**src/design/lease_cache_pkg.sv**
```systemverilog
package lease_cache_pkg;

	// cache geometry
	localparam int N_LINES       = 8;
	localparam int BW_LINE       = 3;
	localparam int BW_BLOCK      = 2;                  // 4 words per block
	localparam int BW_ADDR       = 12;                 // word address
	localparam int BW_TAG        = BW_ADDR - BW_BLOCK;
	localparam int BW_DATA       = 32;
	localparam int BW_DMEM       = BW_LINE + BW_BLOCK; // data memory word index
	localparam int DMEM_WORDS    = N_LINES << BW_BLOCK;

	// lease settings
	localparam int BW_LEASE      = 8;
	localparam int LLT_ENTRIES   = 8;
	localparam int BW_LLT        = 3;
	localparam logic [BW_LEASE-1:0] DEFAULT_LEASE = 8'd4;

	typedef struct packed {
		logic                rw;    // 1 = store
		logic [BW_TAG-1:0]   tag;
		logic [BW_BLOCK-1:0] word;
		logic [BW_DATA-1:0]  data;
	} core_req_t;

	// broadcast to every line each cycle
	typedef struct packed {
		logic                age;       // all lines count down
		logic                renew;     // target loads lease
		logic                fill;      // target takes new tag
		logic                set_dirty;
		logic                clean;
		logic [BW_LINE-1:0]  target;
		logic [BW_TAG-1:0]   tag;
		logic [BW_LEASE-1:0] lease;
	} line_cmd_t;

	typedef struct packed {
		logic              valid;
		logic              dirty;
		logic              match;
		logic              expired; // lease ran out
		logic [BW_TAG-1:0] tag;
	} line_status_t;

	typedef struct packed {
		logic               hit;
		logic [BW_LINE-1:0] hit_line;
		logic [BW_LINE-1:0] victim_line;
		logic               victim_dirty;
		logic [BW_TAG-1:0]  victim_tag;
		logic               forced; // no free or expired line found
	} line_sel_t;

	typedef struct packed {
		logic               req;   // one-cycle strobe
		logic               block; // 4-word read
		logic               rw;
		logic [BW_ADDR-1:0] addr;
		logic [BW_DATA-1:0] wdata;
	} mem_cmd_t;

endpackage

```
**src/design/lease_table.sv**
```systemverilog
`timescale 1ns/1ns

module lease_table (
	input  logic                                clock_i,
	input  logic                                resetn_i,
	input  logic                                llt_wren_i,
	input  logic [lease_cache_pkg::BW_LLT-1:0]   llt_idx_i,
	input  logic [lease_cache_pkg::BW_TAG-1:0]   llt_tag_i,
	input  logic [lease_cache_pkg::BW_LEASE-1:0] llt_lease_i,
	input  logic [lease_cache_pkg::BW_TAG-1:0]   search_tag_i,
	output logic [lease_cache_pkg::BW_LEASE-1:0] lease_o
);
	import lease_cache_pkg::*;

	logic [LLT_ENTRIES-1:0] ent_valid_q;
	logic [BW_TAG-1:0]      ent_tag_q   [LLT_ENTRIES];
	logic [BW_LEASE-1:0]    ent_lease_q [LLT_ENTRIES];
	logic [LLT_ENTRIES-1:0] match_vec;

	// table programming
	// ------------------------------
	always_ff @(posedge clock_i) begin
		if (!resetn_i) begin
			ent_valid_q <= '0; // table empty after reset
		end else if (llt_wren_i) begin
			ent_valid_q[llt_idx_i] <= 1'b1;
		end
	end

	always_ff @(posedge clock_i) begin
		if (llt_wren_i) begin
			ent_tag_q[llt_idx_i]   <= llt_tag_i;
			ent_lease_q[llt_idx_i] <= llt_lease_i;
		end
	end

	// search
	// ------------------------------
	always_comb begin
		lease_o   = DEFAULT_LEASE; // unlisted tags
		match_vec = '0;
		for (int i = 0; i < LLT_ENTRIES; i++) begin
			if (ent_valid_q[i] && ent_tag_q[i] == search_tag_i) begin
				match_vec[i] = 1'b1;
				lease_o      = ent_lease_q[i];
			end
		end
	end

	// one tag per table
	a_llt_unique: assert property (@(posedge clock_i) disable iff (!resetn_i)
		$onehot0(match_vec));

endmodule

```
**src/design/lease_line.sv**
```systemverilog
`timescale 1ns/1ns

module lease_line #(
	parameter int LINE_INDEX = 0
) (
	input  logic                          clock_i,
	input  logic                          resetn_i,
	input  lease_cache_pkg::line_cmd_t    cmd_i,
	input  logic [lease_cache_pkg::BW_TAG-1:0] probe_tag_i,
	output lease_cache_pkg::line_status_t status_o
);
	import lease_cache_pkg::*;

	logic                valid_q;
	logic                dirty_q;
	logic [BW_TAG-1:0]   tag_q;
	logic [BW_LEASE-1:0] lease_q;
	logic                targeted;

	assign targeted = (cmd_i.target == BW_LINE'(LINE_INDEX));

	// line state
	// ------------------------------
	always_ff @(posedge clock_i) begin
		if (!resetn_i) begin
			valid_q <= 1'b0;
			dirty_q <= 1'b0;
			lease_q <= '0;
		end else begin
			// renew wins over aging
			if (targeted && cmd_i.renew) begin
				lease_q <= cmd_i.lease;
			end else if (cmd_i.age && lease_q != '0) begin
				lease_q <= lease_q - 1'b1;
			end

			if (targeted && cmd_i.fill) begin
				valid_q <= 1'b1;
				dirty_q <= 1'b0; // fresh block is clean
			end else if (targeted && cmd_i.set_dirty) begin
				dirty_q <= 1'b1;
			end else if (targeted && cmd_i.clean) begin
				dirty_q <= 1'b0; // after writeback
			end
		end
	end

	always_ff @(posedge clock_i) begin
		if (targeted && cmd_i.fill) begin
			tag_q <= cmd_i.tag;
		end
	end

	// status report
	always_comb begin
		status_o.valid   = valid_q;
		status_o.dirty   = dirty_q;
		status_o.match   = valid_q && (tag_q == probe_tag_i);
		status_o.expired = (lease_q == '0);
		status_o.tag     = tag_q;
	end

	// controller must not mark a free line
	a_dirty_valid: assert property (@(posedge clock_i) disable iff (!resetn_i)
		dirty_q |-> valid_q);

endmodule

```
**src/design/line_select.sv**
```systemverilog
`timescale 1ns/1ns

module line_select (
	input  logic                          clock_i,
	input  logic                          resetn_i,
	input  lease_cache_pkg::line_status_t status_i [lease_cache_pkg::N_LINES],
	input  logic                          evict_step_i,
	output lease_cache_pkg::line_sel_t    sel_o
);
	import lease_cache_pkg::*;

	logic [BW_LINE-1:0] rr_ptr_q;
	logic [N_LINES-1:0] match_vec;
	logic               hit;
	logic [BW_LINE-1:0] hit_line;
	logic               found;
	logic [BW_LINE-1:0] victim;

	// round-robin fallback pointer
	// ------------------------------
	always_ff @(posedge clock_i) begin
		if (!resetn_i) begin
			rr_ptr_q <= '0;
		end else if (evict_step_i) begin
			rr_ptr_q <= rr_ptr_q + 1'b1; // wraps at N_LINES
		end
	end

	// hit and victim search
	// ------------------------------
	always_comb begin
		match_vec = '0;
		hit       = 1'b0;
		hit_line  = '0;
		found     = 1'b0;
		victim    = rr_ptr_q;
		for (int i = 0; i < N_LINES; i++) begin
			match_vec[i] = status_i[i].match;
			if (status_i[i].match) begin
				hit      = 1'b1;
				hit_line = BW_LINE'(i);
			end
			// lowest free or expired line
			if (!found && (!status_i[i].valid || status_i[i].expired)) begin
				found  = 1'b1;
				victim = BW_LINE'(i);
			end
		end
	end

	always_comb begin
		sel_o.hit          = hit;
		sel_o.hit_line     = hit_line;
		sel_o.victim_line  = victim;
		sel_o.victim_dirty = status_i[victim].dirty;
		sel_o.victim_tag   = status_i[victim].tag;
		sel_o.forced       = !found;
	end

	// a tag lives in one line only
	a_single_hit: assert property (@(posedge clock_i) disable iff (!resetn_i)
		$onehot0(match_vec));

endmodule

```
**src/design/cache_data_mem.sv**
```systemverilog
`timescale 1ns/1ns

module cache_data_mem (
	input  logic                                clock_i,
	input  logic                                we_i,
	input  logic [lease_cache_pkg::BW_DMEM-1:0] waddr_i,
	input  logic [lease_cache_pkg::BW_DATA-1:0] wdata_i,
	input  logic [lease_cache_pkg::BW_DMEM-1:0] raddr_i,
	output logic [lease_cache_pkg::BW_DATA-1:0] rdata_o
);
	import lease_cache_pkg::*;

	// line-major word storage
	logic [BW_DATA-1:0] mem_q [DMEM_WORDS];

	// write port
	// ------------------------------
	always_ff @(posedge clock_i) begin
		if (we_i) begin
			mem_q[waddr_i] <= wdata_i;
		end
	end

	// one-cycle read port
	always_ff @(posedge clock_i) begin
		rdata_o <= mem_q[raddr_i]; // old data on same-address write
	end

endmodule

```
**src/design/lease_cache_ctrl.sv**
```systemverilog
`timescale 1ns/1ns

module lease_cache_ctrl (
	input  logic                                 clock_i,
	input  logic                                 resetn_i,
	// core side
	input  logic                                 core_req_i,
	input  logic                                 core_rw_i,
	input  logic [lease_cache_pkg::BW_ADDR-1:0]  core_addr_i,
	input  logic [lease_cache_pkg::BW_DATA-1:0]  core_wdata_i,
	output logic                                 core_done_o,
	output logic                                 core_hit_o,
	output logic [lease_cache_pkg::BW_DATA-1:0]  core_rdata_o,
	// lease table and lines
	input  logic [lease_cache_pkg::BW_LEASE-1:0] lease_i,
	output lease_cache_pkg::core_req_t           req_o,
	input  lease_cache_pkg::line_sel_t           sel_i,
	output lease_cache_pkg::line_cmd_t           line_cmd_o,
	output logic                                 evict_step_o,
	// data memory
	output logic                                 dm_we_o,
	output logic [lease_cache_pkg::BW_DMEM-1:0]  dm_waddr_o,
	output logic [lease_cache_pkg::BW_DATA-1:0]  dm_wdata_o,
	output logic [lease_cache_pkg::BW_DMEM-1:0]  dm_raddr_o,
	input  logic [lease_cache_pkg::BW_DATA-1:0]  rdata_i,
	// main memory
	output lease_cache_pkg::mem_cmd_t            mem_cmd_o,
	input  logic                                 mem_ready_i,
	input  logic                                 mem_rvalid_i,
	input  logic [lease_cache_pkg::BW_DATA-1:0]  mem_rdata_i,
	// performance pulses
	output logic                                 flag_miss_o,
	output logic                                 flag_writeback_o,
	output logic                                 flag_rand_evict_o
);
	import lease_cache_pkg::*;

	typedef enum logic [2:0] {
		ST_IDLE, ST_LOOKUP, ST_HIT_READ, ST_WRITEBACK,
		ST_FILL_REQ, ST_FILL, ST_BYP_REQ, ST_BYP_WAIT
	} state_t;

	state_t              state_q;
	logic                retry_q;    // lookup after a fill
	logic                miss_q;     // request missed at first lookup
	logic                byp_done_q;
	logic [BW_BLOCK-1:0] cnt_q;      // word counter
	logic                flag_miss_q;
	logic                flag_wb_q;
	logic                flag_rand_q;
	core_req_t           req_q;
	logic [BW_LINE-1:0]  victim_q;
	logic [BW_TAG-1:0]   victim_tag_q;
	logic [BW_LEASE-1:0] lease_q;
	logic [BW_DATA-1:0]  byp_data_q;
	logic                first_miss;
	logic [BW_BLOCK-1:0] wb_word;

	assign req_o             = req_q;
	assign core_done_o       = (state_q == ST_HIT_READ) || byp_done_q;
	assign core_hit_o        = (state_q == ST_HIT_READ) && !miss_q;
	assign core_rdata_o      = byp_done_q ? byp_data_q : rdata_i;
	assign flag_miss_o       = flag_miss_q;
	assign flag_writeback_o  = flag_wb_q;
	assign flag_rand_evict_o = flag_rand_q;
	assign first_miss        = (state_q == ST_LOOKUP) && !sel_i.hit && (lease_i != '0);
	assign wb_word           = cnt_q + BW_BLOCK'(mem_ready_i); // read one word ahead

	// sequencer
	// ------------------------------
	always_ff @(posedge clock_i) begin
		if (!resetn_i) begin
			state_q     <= ST_IDLE;
			retry_q     <= 1'b0;
			miss_q      <= 1'b0;
			byp_done_q  <= 1'b0;
			cnt_q       <= '0;
			flag_miss_q <= 1'b0;
			flag_wb_q   <= 1'b0;
			flag_rand_q <= 1'b0;
		end else begin
			byp_done_q  <= 1'b0; // pulses
			flag_miss_q <= 1'b0;
			flag_wb_q   <= 1'b0;
			flag_rand_q <= 1'b0;
			case (state_q)
				ST_IDLE: if (core_req_i) begin
					state_q <= ST_LOOKUP;
					retry_q <= 1'b0;
					miss_q  <= 1'b0;
				end
				ST_LOOKUP: begin
					if (sel_i.hit) begin
						state_q <= ST_HIT_READ;
					end else begin
						miss_q      <= 1'b1;
						flag_miss_q <= !retry_q;
						cnt_q       <= '0;
						if (lease_i == '0) begin
							state_q <= ST_BYP_REQ; // no caching
						end else begin
							flag_rand_q <= sel_i.forced;
							flag_wb_q   <= sel_i.victim_dirty;
							state_q     <= sel_i.victim_dirty ? ST_WRITEBACK : ST_FILL_REQ;
						end
					end
				end
				ST_HIT_READ: state_q <= ST_IDLE;
				ST_WRITEBACK: if (mem_ready_i) begin
					cnt_q <= cnt_q + 1'b1;
					if (cnt_q == '1)
						state_q <= ST_FILL_REQ;
				end
				ST_FILL_REQ: if (mem_ready_i) begin
					state_q <= ST_FILL;
				end
				ST_FILL: if (mem_rvalid_i) begin
					cnt_q <= cnt_q + 1'b1;
					if (cnt_q == '1) begin
						state_q <= ST_LOOKUP; // retry lookup now hits
						retry_q <= 1'b1;
					end
				end
				ST_BYP_REQ: if (mem_ready_i) begin
					byp_done_q <= req_q.rw;   // store is done on acceptance
					state_q    <= req_q.rw ? ST_IDLE : ST_BYP_WAIT;
				end
				ST_BYP_WAIT: if (mem_rvalid_i) begin
					byp_done_q <= 1'b1;
					state_q    <= ST_IDLE;
				end
				default: state_q <= ST_IDLE;
			endcase
		end
	end

	// request and miss context
	always_ff @(posedge clock_i) begin
		if (state_q == ST_IDLE && core_req_i) begin
			req_q <= '{rw: core_rw_i, tag: core_addr_i[BW_ADDR-1:BW_BLOCK],
				word: core_addr_i[BW_BLOCK-1:0], data: core_wdata_i};
		end
		if (first_miss) begin
			victim_q     <= sel_i.victim_line;
			victim_tag_q <= sel_i.victim_tag;
			lease_q      <= lease_i;
		end
		if (state_q == ST_BYP_WAIT && mem_rvalid_i)
			byp_data_q <= mem_rdata_i;
	end

	// commands to lines and memories
	// ------------------------------
	always_comb begin
		line_cmd_o   = '0;
		evict_step_o = 1'b0;
		dm_we_o      = 1'b0;
		dm_waddr_o   = {sel_i.hit_line, req_q.word};
		dm_wdata_o   = req_q.data;
		dm_raddr_o   = {sel_i.hit_line, req_q.word};
		mem_cmd_o    = '0;
		case (state_q)
			ST_LOOKUP: begin
				line_cmd_o.age = !retry_q; // once per request
				if (sel_i.hit) begin
					line_cmd_o.renew     = 1'b1;
					line_cmd_o.target    = sel_i.hit_line;
					line_cmd_o.lease     = lease_i;
					line_cmd_o.set_dirty = req_q.rw;
					dm_we_o              = req_q.rw;
				end else if (first_miss) begin
					dm_raddr_o   = {sel_i.victim_line, {BW_BLOCK{1'b0}}}; // prefetch word 0
					evict_step_o = sel_i.forced;
				end
			end
			ST_WRITEBACK: begin
				mem_cmd_o.req   = mem_ready_i;
				mem_cmd_o.rw    = 1'b1;
				mem_cmd_o.addr  = {victim_tag_q, cnt_q};
				mem_cmd_o.wdata = rdata_i;
				dm_raddr_o      = {victim_q, wb_word};
				line_cmd_o.target = victim_q;
				line_cmd_o.clean  = mem_ready_i && (cnt_q == '1);
			end
			ST_FILL_REQ: begin
				mem_cmd_o.req   = mem_ready_i;
				mem_cmd_o.block = 1'b1;
				mem_cmd_o.addr  = {req_q.tag, {BW_BLOCK{1'b0}}};
			end
			ST_FILL: begin
				dm_we_o    = mem_rvalid_i;
				dm_waddr_o = {victim_q, cnt_q};
				dm_wdata_o = mem_rdata_i;
				if (mem_rvalid_i && cnt_q == '1) begin
					line_cmd_o.fill   = 1'b1; // last word in
					line_cmd_o.renew  = 1'b1;
					line_cmd_o.target = victim_q;
					line_cmd_o.tag    = req_q.tag;
					line_cmd_o.lease  = lease_q;
				end
			end
			ST_BYP_REQ: begin
				mem_cmd_o.req   = mem_ready_i;
				mem_cmd_o.rw    = req_q.rw;
				mem_cmd_o.addr  = {req_q.tag, req_q.word};
				mem_cmd_o.wdata = req_q.data;
			end
			default: ;
		endcase
	end

	// strobe only on a ready bus with no read data still due
	a_req_ready: assert property (@(posedge clock_i) disable iff (!resetn_i)
		mem_cmd_o.req |-> mem_ready_i && !mem_rvalid_i);

endmodule

```
**src/design/lease_cache_top.sv**
```systemverilog
`timescale 1ns/1ns

module lease_cache_top (
	input  logic                                 clock_i,
	input  logic                                 resetn_i,
	// core
	input  logic                                 core_req_i,
	input  logic                                 core_rw_i,
	input  logic [lease_cache_pkg::BW_ADDR-1:0]  core_addr_i,
	input  logic [lease_cache_pkg::BW_DATA-1:0]  core_wdata_i,
	output logic                                 core_done_o,
	output logic                                 core_hit_o,
	output logic [lease_cache_pkg::BW_DATA-1:0]  core_rdata_o,
	// memory
	output lease_cache_pkg::mem_cmd_t            mem_cmd_o,
	input  logic                                 mem_ready_i,
	input  logic                                 mem_rvalid_i,
	input  logic [lease_cache_pkg::BW_DATA-1:0]  mem_rdata_i,
	// lease table programming
	input  logic                                 llt_wren_i,
	input  logic [lease_cache_pkg::BW_LLT-1:0]   llt_idx_i,
	input  logic [lease_cache_pkg::BW_TAG-1:0]   llt_tag_i,
	input  logic [lease_cache_pkg::BW_LEASE-1:0] llt_lease_i,
	// performance
	output logic                                 flag_miss_o,
	output logic                                 flag_writeback_o,
	output logic                                 flag_rand_evict_o
);
	import lease_cache_pkg::*;

	core_req_t           req;
	logic [BW_LEASE-1:0] lease;
	line_sel_t           sel;
	line_cmd_t           line_cmd;
	line_status_t        status [N_LINES];
	logic                evict_step;
	logic                dm_we;
	logic [BW_DMEM-1:0]  dm_waddr;
	logic [BW_DATA-1:0]  dm_wdata;
	logic [BW_DMEM-1:0]  dm_raddr;
	logic [BW_DATA-1:0]  dm_rdata;

	lease_table u_llt (
		.clock_i, .resetn_i, .llt_wren_i, .llt_idx_i, .llt_tag_i, .llt_lease_i,
		.search_tag_i (req.tag),
		.lease_o      (lease)
	);

	lease_cache_ctrl u_ctrl (
		.clock_i, .resetn_i, .core_req_i, .core_rw_i, .core_addr_i, .core_wdata_i,
		.core_done_o, .core_hit_o, .core_rdata_o,
		.lease_i (lease), .req_o (req), .sel_i (sel), .line_cmd_o (line_cmd),
		.evict_step_o (evict_step),
		.dm_we_o (dm_we), .dm_waddr_o (dm_waddr), .dm_wdata_o (dm_wdata),
		.dm_raddr_o (dm_raddr), .rdata_i (dm_rdata),
		.mem_cmd_o, .mem_ready_i, .mem_rvalid_i, .mem_rdata_i,
		.flag_miss_o, .flag_writeback_o, .flag_rand_evict_o
	);

	// one lease_line per cache line
	for (genvar i = 0; i < N_LINES; i++) begin : g_line
		lease_line #(.LINE_INDEX(i)) u_line (
			.clock_i, .resetn_i,
			.cmd_i       (line_cmd),
			.probe_tag_i (req.tag),
			.status_o    (status[i])
		);
	end

	line_select u_sel (
		.clock_i, .resetn_i,
		.status_i     (status),
		.evict_step_i (evict_step),
		.sel_o        (sel)
	);

	cache_data_mem u_dmem (
		.clock_i,
		.we_i (dm_we), .waddr_i (dm_waddr), .wdata_i (dm_wdata),
		.raddr_i (dm_raddr), .rdata_o (dm_rdata)
	);

endmodule

```
**config.mk**
```make
export PLATFORM = sky130hd
export DESIGN_NAME = lease_cache_top
export DESIGN_NICKNAME = d
export VERILOG_FILES = /design/src/design/lease_cache_pkg.sv /design/src/design/lease_table.sv /design/src/design/lease_line.sv /design/src/design/line_select.sv /design/src/design/cache_data_mem.sv /design/src/design/lease_cache_ctrl.sv /design/src/design/lease_cache_top.sv
export SDC_FILE = /design/constraint.sdc
export NUM_CORES = 2
export LEC_CHECK = 0
export ABC_AREA = 0
export BUFFER_PORTS_ARGS = -buffer_cell sky130_fd_sc_hd__buf_2
export CAP_MARGIN = 20
export CORE_ASPECT_RATIO = 1.2
export CORE_MARGIN = 4
export CORE_UTILIZATION = 55
export DETAILED_ROUTE_END_ITERATION = 8
export PLACE_DENSITY_LB_ADDON = 0.05
export SYNTH_ARGS = -nofsm -noshare
export SYNTH_HDL_FRONTEND = slang
export SYNTH_SLANG_ARGS = --single-unit
```
**constraint.sdc**
```tcl
create_clock -name clock_i -period 6.8 [get_ports clock_i]
set_input_delay 0.34 -clock clock_i [delete_from_list [all_inputs] [get_ports clock_i]]
set_output_delay 0.34 -clock clock_i [all_outputs]
set_load 0.1 [all_outputs]
```
# After elaboration in Yosys (flattened, before gate mapping)
# Memory sizes are Yosys's and may differ from the RTL's. A register that Yosys moved wholly into a read port is not among the register bits.
# Cells that the tools add are included.
classes:
  magnitude_cmp: 3
  n_addsub: 11
  n_bitwise: 4
  n_mux: 135
  reduce_logical: 153
  eq_ne: 40
op_table:
  columns: ["cell", "count"]
  rows:
  - ["two-way mux 8 bit", 25]
  - ["== test 10 bit", 16]
  - ["two-way mux 3 bit", 25]
  - ["logical NOT 8 bit", 9]
  - ["nonzero test 8 bit", 9]
  - ["logical AND 1 bit", 71]
  - ["two-way mux 32 bit", 2]
  - ["one-hot mux 32 bit (2 select lines)", 1]
  - ["subtractor 8 x 1 -> 8 bit (second input constant)", 8]
  - ["two-way mux 1 bit", 55]
  - ["binary-select mux 14 bit (select 3 bit)", 1]
  - ["one-hot mux 12 bit (3 select lines)", 1]
  - ["nonzero test 2 bit", 18]
  - ["two-way mux 13 bit", 2]
  - ["== test 3 bit (second input constant)", 8]
  - ["one-hot mux 3 bit (8 select lines)", 1]
  - ["two-way mux 21 bit", 1]
  - ["logical NOT 1 bit", 19]
  - ["one-hot mux 8 bit (2 select lines)", 1]
  - ["OR reduction 2 bit", 8]
  - ["two-way mux 5 bit", 3]
  - ["inequality test 2 bit (second input constant)", 7]
  - ["== test 3 x 2 -> 1 bit (second input constant)", 4]
  - ["two-way mux 2 bit", 6]
  - ["other kinds (26)", 45]
totals:
  output_inout_bits: 84
  ff_bits: 280
  memories: 3
  elab_cells: 399
  mem_bits_rw: 1168
memory_table:
  columns: ["name", "words", "width", "rd", "rd_clocked_by_memory_dff", "wr", "line_no", "text"]
  rows:
  - ["u_dmem.mem_q", 32, 32, 1, 1, 1, "cache_data_mem.sv:14", "logic [BW_DATA-1:0] mem_q [DMEM_WORDS];"]
  - ["u_llt.ent_tag_q", 8, 10, 8, 0, 1, "lease_table.sv:16", "logic [BW_TAG-1:0] ent_tag_q [LLT_ENTRIES];"]
  - ["u_llt.ent_lease_q", 8, 8, 8, 0, 1, "lease_table.sv:17", "logic [BW_LEASE-1:0] ent_lease_q [LLT_ENTRIES];"]

# Depth between registers and ports, before layout
logic_depth:
  word_depth: 32
  mapped_depth: 20
  mapped_depth_nobuf: 15

# By module
# From an unflattened synthesis, not the netlist that was laid out.
unflattened:
  cells_unflattened: 4099
  hier_area_um2: 61537.8
modules_own_cells:
  columns: ["mod", "area_each_um2", "cells_per_inst", "seq_area_each_um2", "n_inst"]
  rows:
  - ["cache_data_mem", 40485.1, 2260, 31390.1, 1]
  - ["lease_table", 6446.2, 426, 4484.3, 1]
  - ["lease_cache_ctrl", 5356.4, 463, 3163.0, 1]
  - ["lease_line at g_line[3].u_line ...", 1003.5, 92, 500.5, 3]
  - ["lease_line at g_line[1].u_line ...", 991.0, 91, 500.5, 3]
  - ["line_select", 1277.5, 218, 60.1, 1]
  - ["lease_line at g_line[7].u_line", 1001.0, 92, 500.5, 1]
  - ["lease_line at g_line[0].u_line", 988.4, 91, 500.5, 1]

# Worst setup path after synthesis
# OpenSTA, ideal clock, no wires.
synth_path:
  path_type: "reg2reg"
  startpoint: "register u_ctrl.req_q (netlist bit u_ctrl.req_o[36])"
  endpoint: "memory u_dmem.mem_q[0][0] (enable)"
  required_ns: 6.379
  arrival_time_ns: 4.311
  stages_incl_launch_ff: 16
  setup_time_ns: 0.421
  n_path_buf: 4
  slack_ns: 2.068
  period_less_slack_ns: 4.732
  path_cell_list: "edfxtp_1 > buf_6 > xnor2_1 > nand4_1 > or3_1 > o31ai_1 > or2_2 > clkbuf_1 > nor2_1 > nor3_1 > clkbuf_1 > nand2_1 > clkbuf_1 > o22ai_1 > nand2_1 > nor2_1"
synth_between:
  elab_chain_cells: 14
  elab_cells_between_ends: 36
  cone_classes: "eq/ne: 8; mux: 20; reduce/logical: 8"
synth_lines:
  columns: ["item", "line_no", "text"]
  rows:
  - ["start, declared", "lease_cache_ctrl.sv:51", "core_req_t req_q;"]
  - ["start signal, assigned", "lease_cache_ctrl.sv:140", "req_q <= '{rw: core_rw_i, tag: core_addr_i[BW_ADDR-1:BW_BLOCK],"]
  - ["== test 10 bit", "lease_line.sv:58", "status_o.match = valid_q && (tag_q == probe_tag_i);"]
  - ["logical AND 1 bit", "lease_line.sv:58", null]
  - ["two-way mux 1 bit (8 in series)", "line_select.sv:39", "if (status_i[i].match) begin"]
  - ["two-way mux 1 bit", "lease_cache_ctrl.sv:165", "if (sel_i.hit) begin"]
  - ["one-hot mux 1 bit (2 select lines)", "lease_cache_ctrl.sv:162", "case (state_q)"]
  - ["two-way mux 1 bit", "cache_data_mem.sv:19", "if (we_i) begin"]
  - ["two-way mux 1 bit (implied by the code)", "cache_data_mem.sv:20", "mem_q[waddr_i] <= wdata_i;"]
  - ["end, declared", "cache_data_mem.sv:14", null]
# Parallel ways exist; a longest one is shown, timed or not.

# Worst setup path after layout
layout_path:
  startpoint: "register u_ctrl.req_q (netlist bit u_ctrl.req_o[39])"
  endpoint: "register u_dmem.rdata_o[23] (netlist name), read port of u_dmem.mem_q"
layout_between:
  elab_cells_between_ends: 62
  cone_classes: "eq/ne: 16; mux: 26; reduce/logical: 20"
layout_lines:
  columns: ["item", "line_no", "text"]
  rows:
  - ["== test 10 bit", "lease_table.sv:43", "if (ent_valid_q[i] && ent_tag_q[i] == search_tag_i) begin"]
  - ["logical AND 1 bit", "lease_table.sv:43", null]
  - ["two-way mux 8 bit (7 in series)", "lease_table.sv:43", null]
  - ["two-way mux 8 bit *", "lease_table.sv:43", null]
  - ["via lease[2]", "lease_cache_top.sv:32", "logic [BW_LEASE-1:0] lease;"]
  - ["nonzero test 8 bit *", "lease_cache_ctrl.sv:66", "assign first_miss = (state_q == ST_LOOKUP) && !sel_i.hit && (lease_i != '0);"]
  - ["logical AND 1 bit *", "lease_cache_ctrl.sv:66", null]
  - ["two-way mux 5 bit *", "lease_cache_ctrl.sv:171", "end else if (first_miss) begin"]
  - ["two-way mux 5 bit *", "lease_cache_ctrl.sv:165", null]
  - ["one-hot mux 5 bit (2 select lines) *", "lease_cache_ctrl.sv:162", null]
  - ["end, declared", "cache_data_mem.sv:9", "output logic [lease_cache_pkg::BW_DATA-1:0] rdata_o"]
# Mark *: on every way through the listed nets, which the timed path passes. The rest lies on a longest branch.
# A chain may end at the register's enable or synchronous reset.

==> qor.yml <==
outcome: "finished, final reports clean"
peakVddDrop_v: 0.0003112
tightest_slew_ps: 1031
clk_pin_slew_ps: 60
wirelength_um: 174600
drc: 0
crit_fanout: 113
drive_gt1_share_pct: 14.51
hpwl_um: 99240
period_share_pct: 79.67
drt_pass1_iterations: 5
powerDensity_mw_per_mm2: 370.0
portBuffers: 187
vias: 38510
internal_power_mw: 17.38
hold_path.class: "input pin to register"
finalHoldViolations: 0
die_h_um: 371.3
dpl.cell_count: 5863
crit_path_start_kind: "register"
chipWidth_um: 310.7
finalCriticalPeriod_ps: 5417
synthesis.nets: 4510
fin_nets: 4816
core_mm2: 0.1093
grt_util_all_layers_pct: 29.89
synthFlopType: "edfxtp_1"
total_leakage_power_nw: 24.37
n_antenna_cell: 0
synth_cell_types: 76
synth_common_cells: "edfxtp_1 (1346), nand2_1 (927), nand3_1 (293)"
wl_per_cell_um: 27.97
synth_area_leaders: "edfxtp_1 (67%), nand2_1 (5.8%), dfxtp_1 (4.4%)"
cts_inserted_buffers: 148
ys_seq_elements: 1480
antenna_left: 0
netlist_instances: 4390
rows: 133
power_frac_clock_pct: 32.1
synth-edff-count: 1346
drt_iter0_drc: 4352
fmax_mhz: 184.6
critPathCaptureType: "register"
yosys.area.top_type: "edfxtp_1"
htree_levels: 4
synthArstFlopShare_pct: 0
ys_seq_area_share_pct: 71.25
cts_root_buffer: "clkbuf_16"
yosys_warnings: 0
rsz0062_at_grt: "no"
path_class: "register to register"
grt_pass1_vias: 37410
finalClockSkew_ps: 27.57
final_util_pct: 63.50
fin_cells: 6240
netlist_area_mm2: 0.06049
synth_top_area_share_pct: 66.82
sequentialPowerShare_pct: 43.3
worst_ep_required_time_ps: 7470
finalSetupViolations: 0
nFillCells: 8192
place.gp.congestion: 0.8816
grt_max_degree: 129
combPwrFrac_pct: 24.6
synthToLayoutAreaGrowth_pct: 14.76
fin_tns_setup_ps: 0
via_per_inst: 6.172
power_switching_mw: 8.306
cts_tree: "yes"
clkLatencyLatePin_ps: 790
arrival_ps: 6090
antenna_found_initial: 3
design.die.area_mm2: 0.1154
cts_resized: 0
p_sw_share_pct: 32.34
syn_avg_cell_area_um2: 13.78
grt_pass1_wl_um: 253100
start_util_pct: 55.33
cts_sinks: 1480
ios: 188
max_cap_viol_count: 0
yosysMostFrequentCell: "edfxtp_1"
clockBufferDepth: 3
slew_headroom_pct: 31.02
cts_setup_buffers: 0
slew_viol_final: 0
grt.overflow.total: 0
hold_buffers: 98
==> through the flow <==
stage          power [mW]  area, um2  setup WS [ps]  hold slack [ps]
6_report            25.69      69420           1383            55.72
4_1_cts             25.80      69400           1365            22.06
3_3_place_gp        17.53      63460           1553            448.1
5_1_grt             26.72      69420           1115            54.91
3_5_place_dp        17.57      63520           1398            452.6
2_1_floorplan       15.86      60490           2068            438.9
==> state kept, by name, summed over array words and instances (netlist names) <==
register / flops
u_ctrl.byp_done_q: 1
u_ctrl.flag_rand_evict_o: 1
u_ctrl.retry_q: 1
u_sel.rr_ptr_q: 3
u_llt.ent_valid_q: 8
u_ctrl.victim_tag_q: 10
u_ctrl.flag_writeback_o: 1
g_line.u_line.tag_q: 80
u_ctrl.cnt_q: 2
u_ctrl.flag_miss_o: 1
u_llt.ent_tag_q: 80
u_ctrl.lease_q: 8
u_ctrl.victim_q: 3
u_ctrl.byp_data_q: 32
u_dmem.mem_q: 1024
u_ctrl.miss_q: 1
u_dmem.rdata_o: 32
g_line.u_line.dirty_q: 8
u_llt.ent_lease_q: 64
g_line.u_line.lease_q: 64
u_ctrl.state_q: 3
g_line.u_line.valid_q: 8
u_ctrl.req_o: 45
==> critical path, cell delays in order (launching register included) <==
cell      delay [ps]
edfxtp_1         500
buf_4            350
xnor2_1          160
nand4_1          120
nor3_2           610
or3b_1           410
a311oi_1         320
o22ai_2          150
nor3_2           470
a31oi_4          240
a21oi_4          560
buf_12           490
nand2_1          130
a32oi_1          210
a31oi_1          170
nor4_1           310
==> kinds of logic after synthesis <==
kind of cell    count (synthesis)  share of synthesized area [%]
buf+inv                       301                          2.532
fa+ha+maj                      16                         0.3309
compound gates                561                          7.095
flops                        1480                          71.25
mux                           240                          4.131
xor+xnor                      217                          3.179
simple gates                 1575                          11.48
==> layout make-up <==
cell class | count | area (um2) | area share (%)
tap | 1417 | 1773 | 2.554
clock inverter | 75 | 742.0 | 1.069
inverter | 37 | 140.1 | 0.2019
clock buffer | 202 | 4154 | 5.984
timing repair buffer | 420 | 3308 | 4.765
multi-input combinational | 2609 | 16200 | 23.34
sequential | 1480 | 43100 | 62.09
==> placed cells by master, fill, tap and decap left out, types with 102 or more instances in the layout <==
cell type / count
xnor2_1: 189
a31oi_1: 132
clkbuf_16: 154
nand3_1: 293
buf_2: 186
a32oi_1: 128
nand2_1: 927
edfxtp_1: 1346
buf_4: 102
dfxtp_1: 133
mux2i_1: 163
==> final timing paths <==
check / start / slack (ps) / cells after the start / endpoint
max: u_ctrl.req_o[39] / 1380 / 15 / u_dmem.rdata_o[23]
min: resetn_i / 60 / 2 / g_line[1].u_line.lease_q[0]
max reg2reg: u_ctrl.req_o[39] / 1380 / 15 / u_dmem.rdata_o[23]
min reg2reg: u_llt.ent_valid_q[2] / 470 / 1 / u_llt.ent_valid_q[2]
==> routing by layer <==
| layer | track usage (%) | vias to the layer above | wire length, um |
|---|---|---|---|
| met5 | 0 | - | 0 |
| met4 | 10.07 | 0 | 5723 |
| met3 | 4.526 | 298 | 11820 |
| met2 | 51.29 | 1592 | 87130 |
| met1 | 39.44 | 19590 | 69890 |
| li1 | - | 17030 | - |
==> power groups by stage <==
stage / Sequential [mW] / Clock, mW / Combinational, mW
after detailed placement: 11.3 / 0 / 6.25
after global routing: 11.2 / 8.75 / 6.80
final: 11.1 / 8.24 / 6.32
after CTS: 11.1 / 8.35 / 6.32
after floorplan: 11.1 / 0 / 4.77
after global placement: 11.3 / 0 / 6.21
Power figures use the tool's default switching activity.
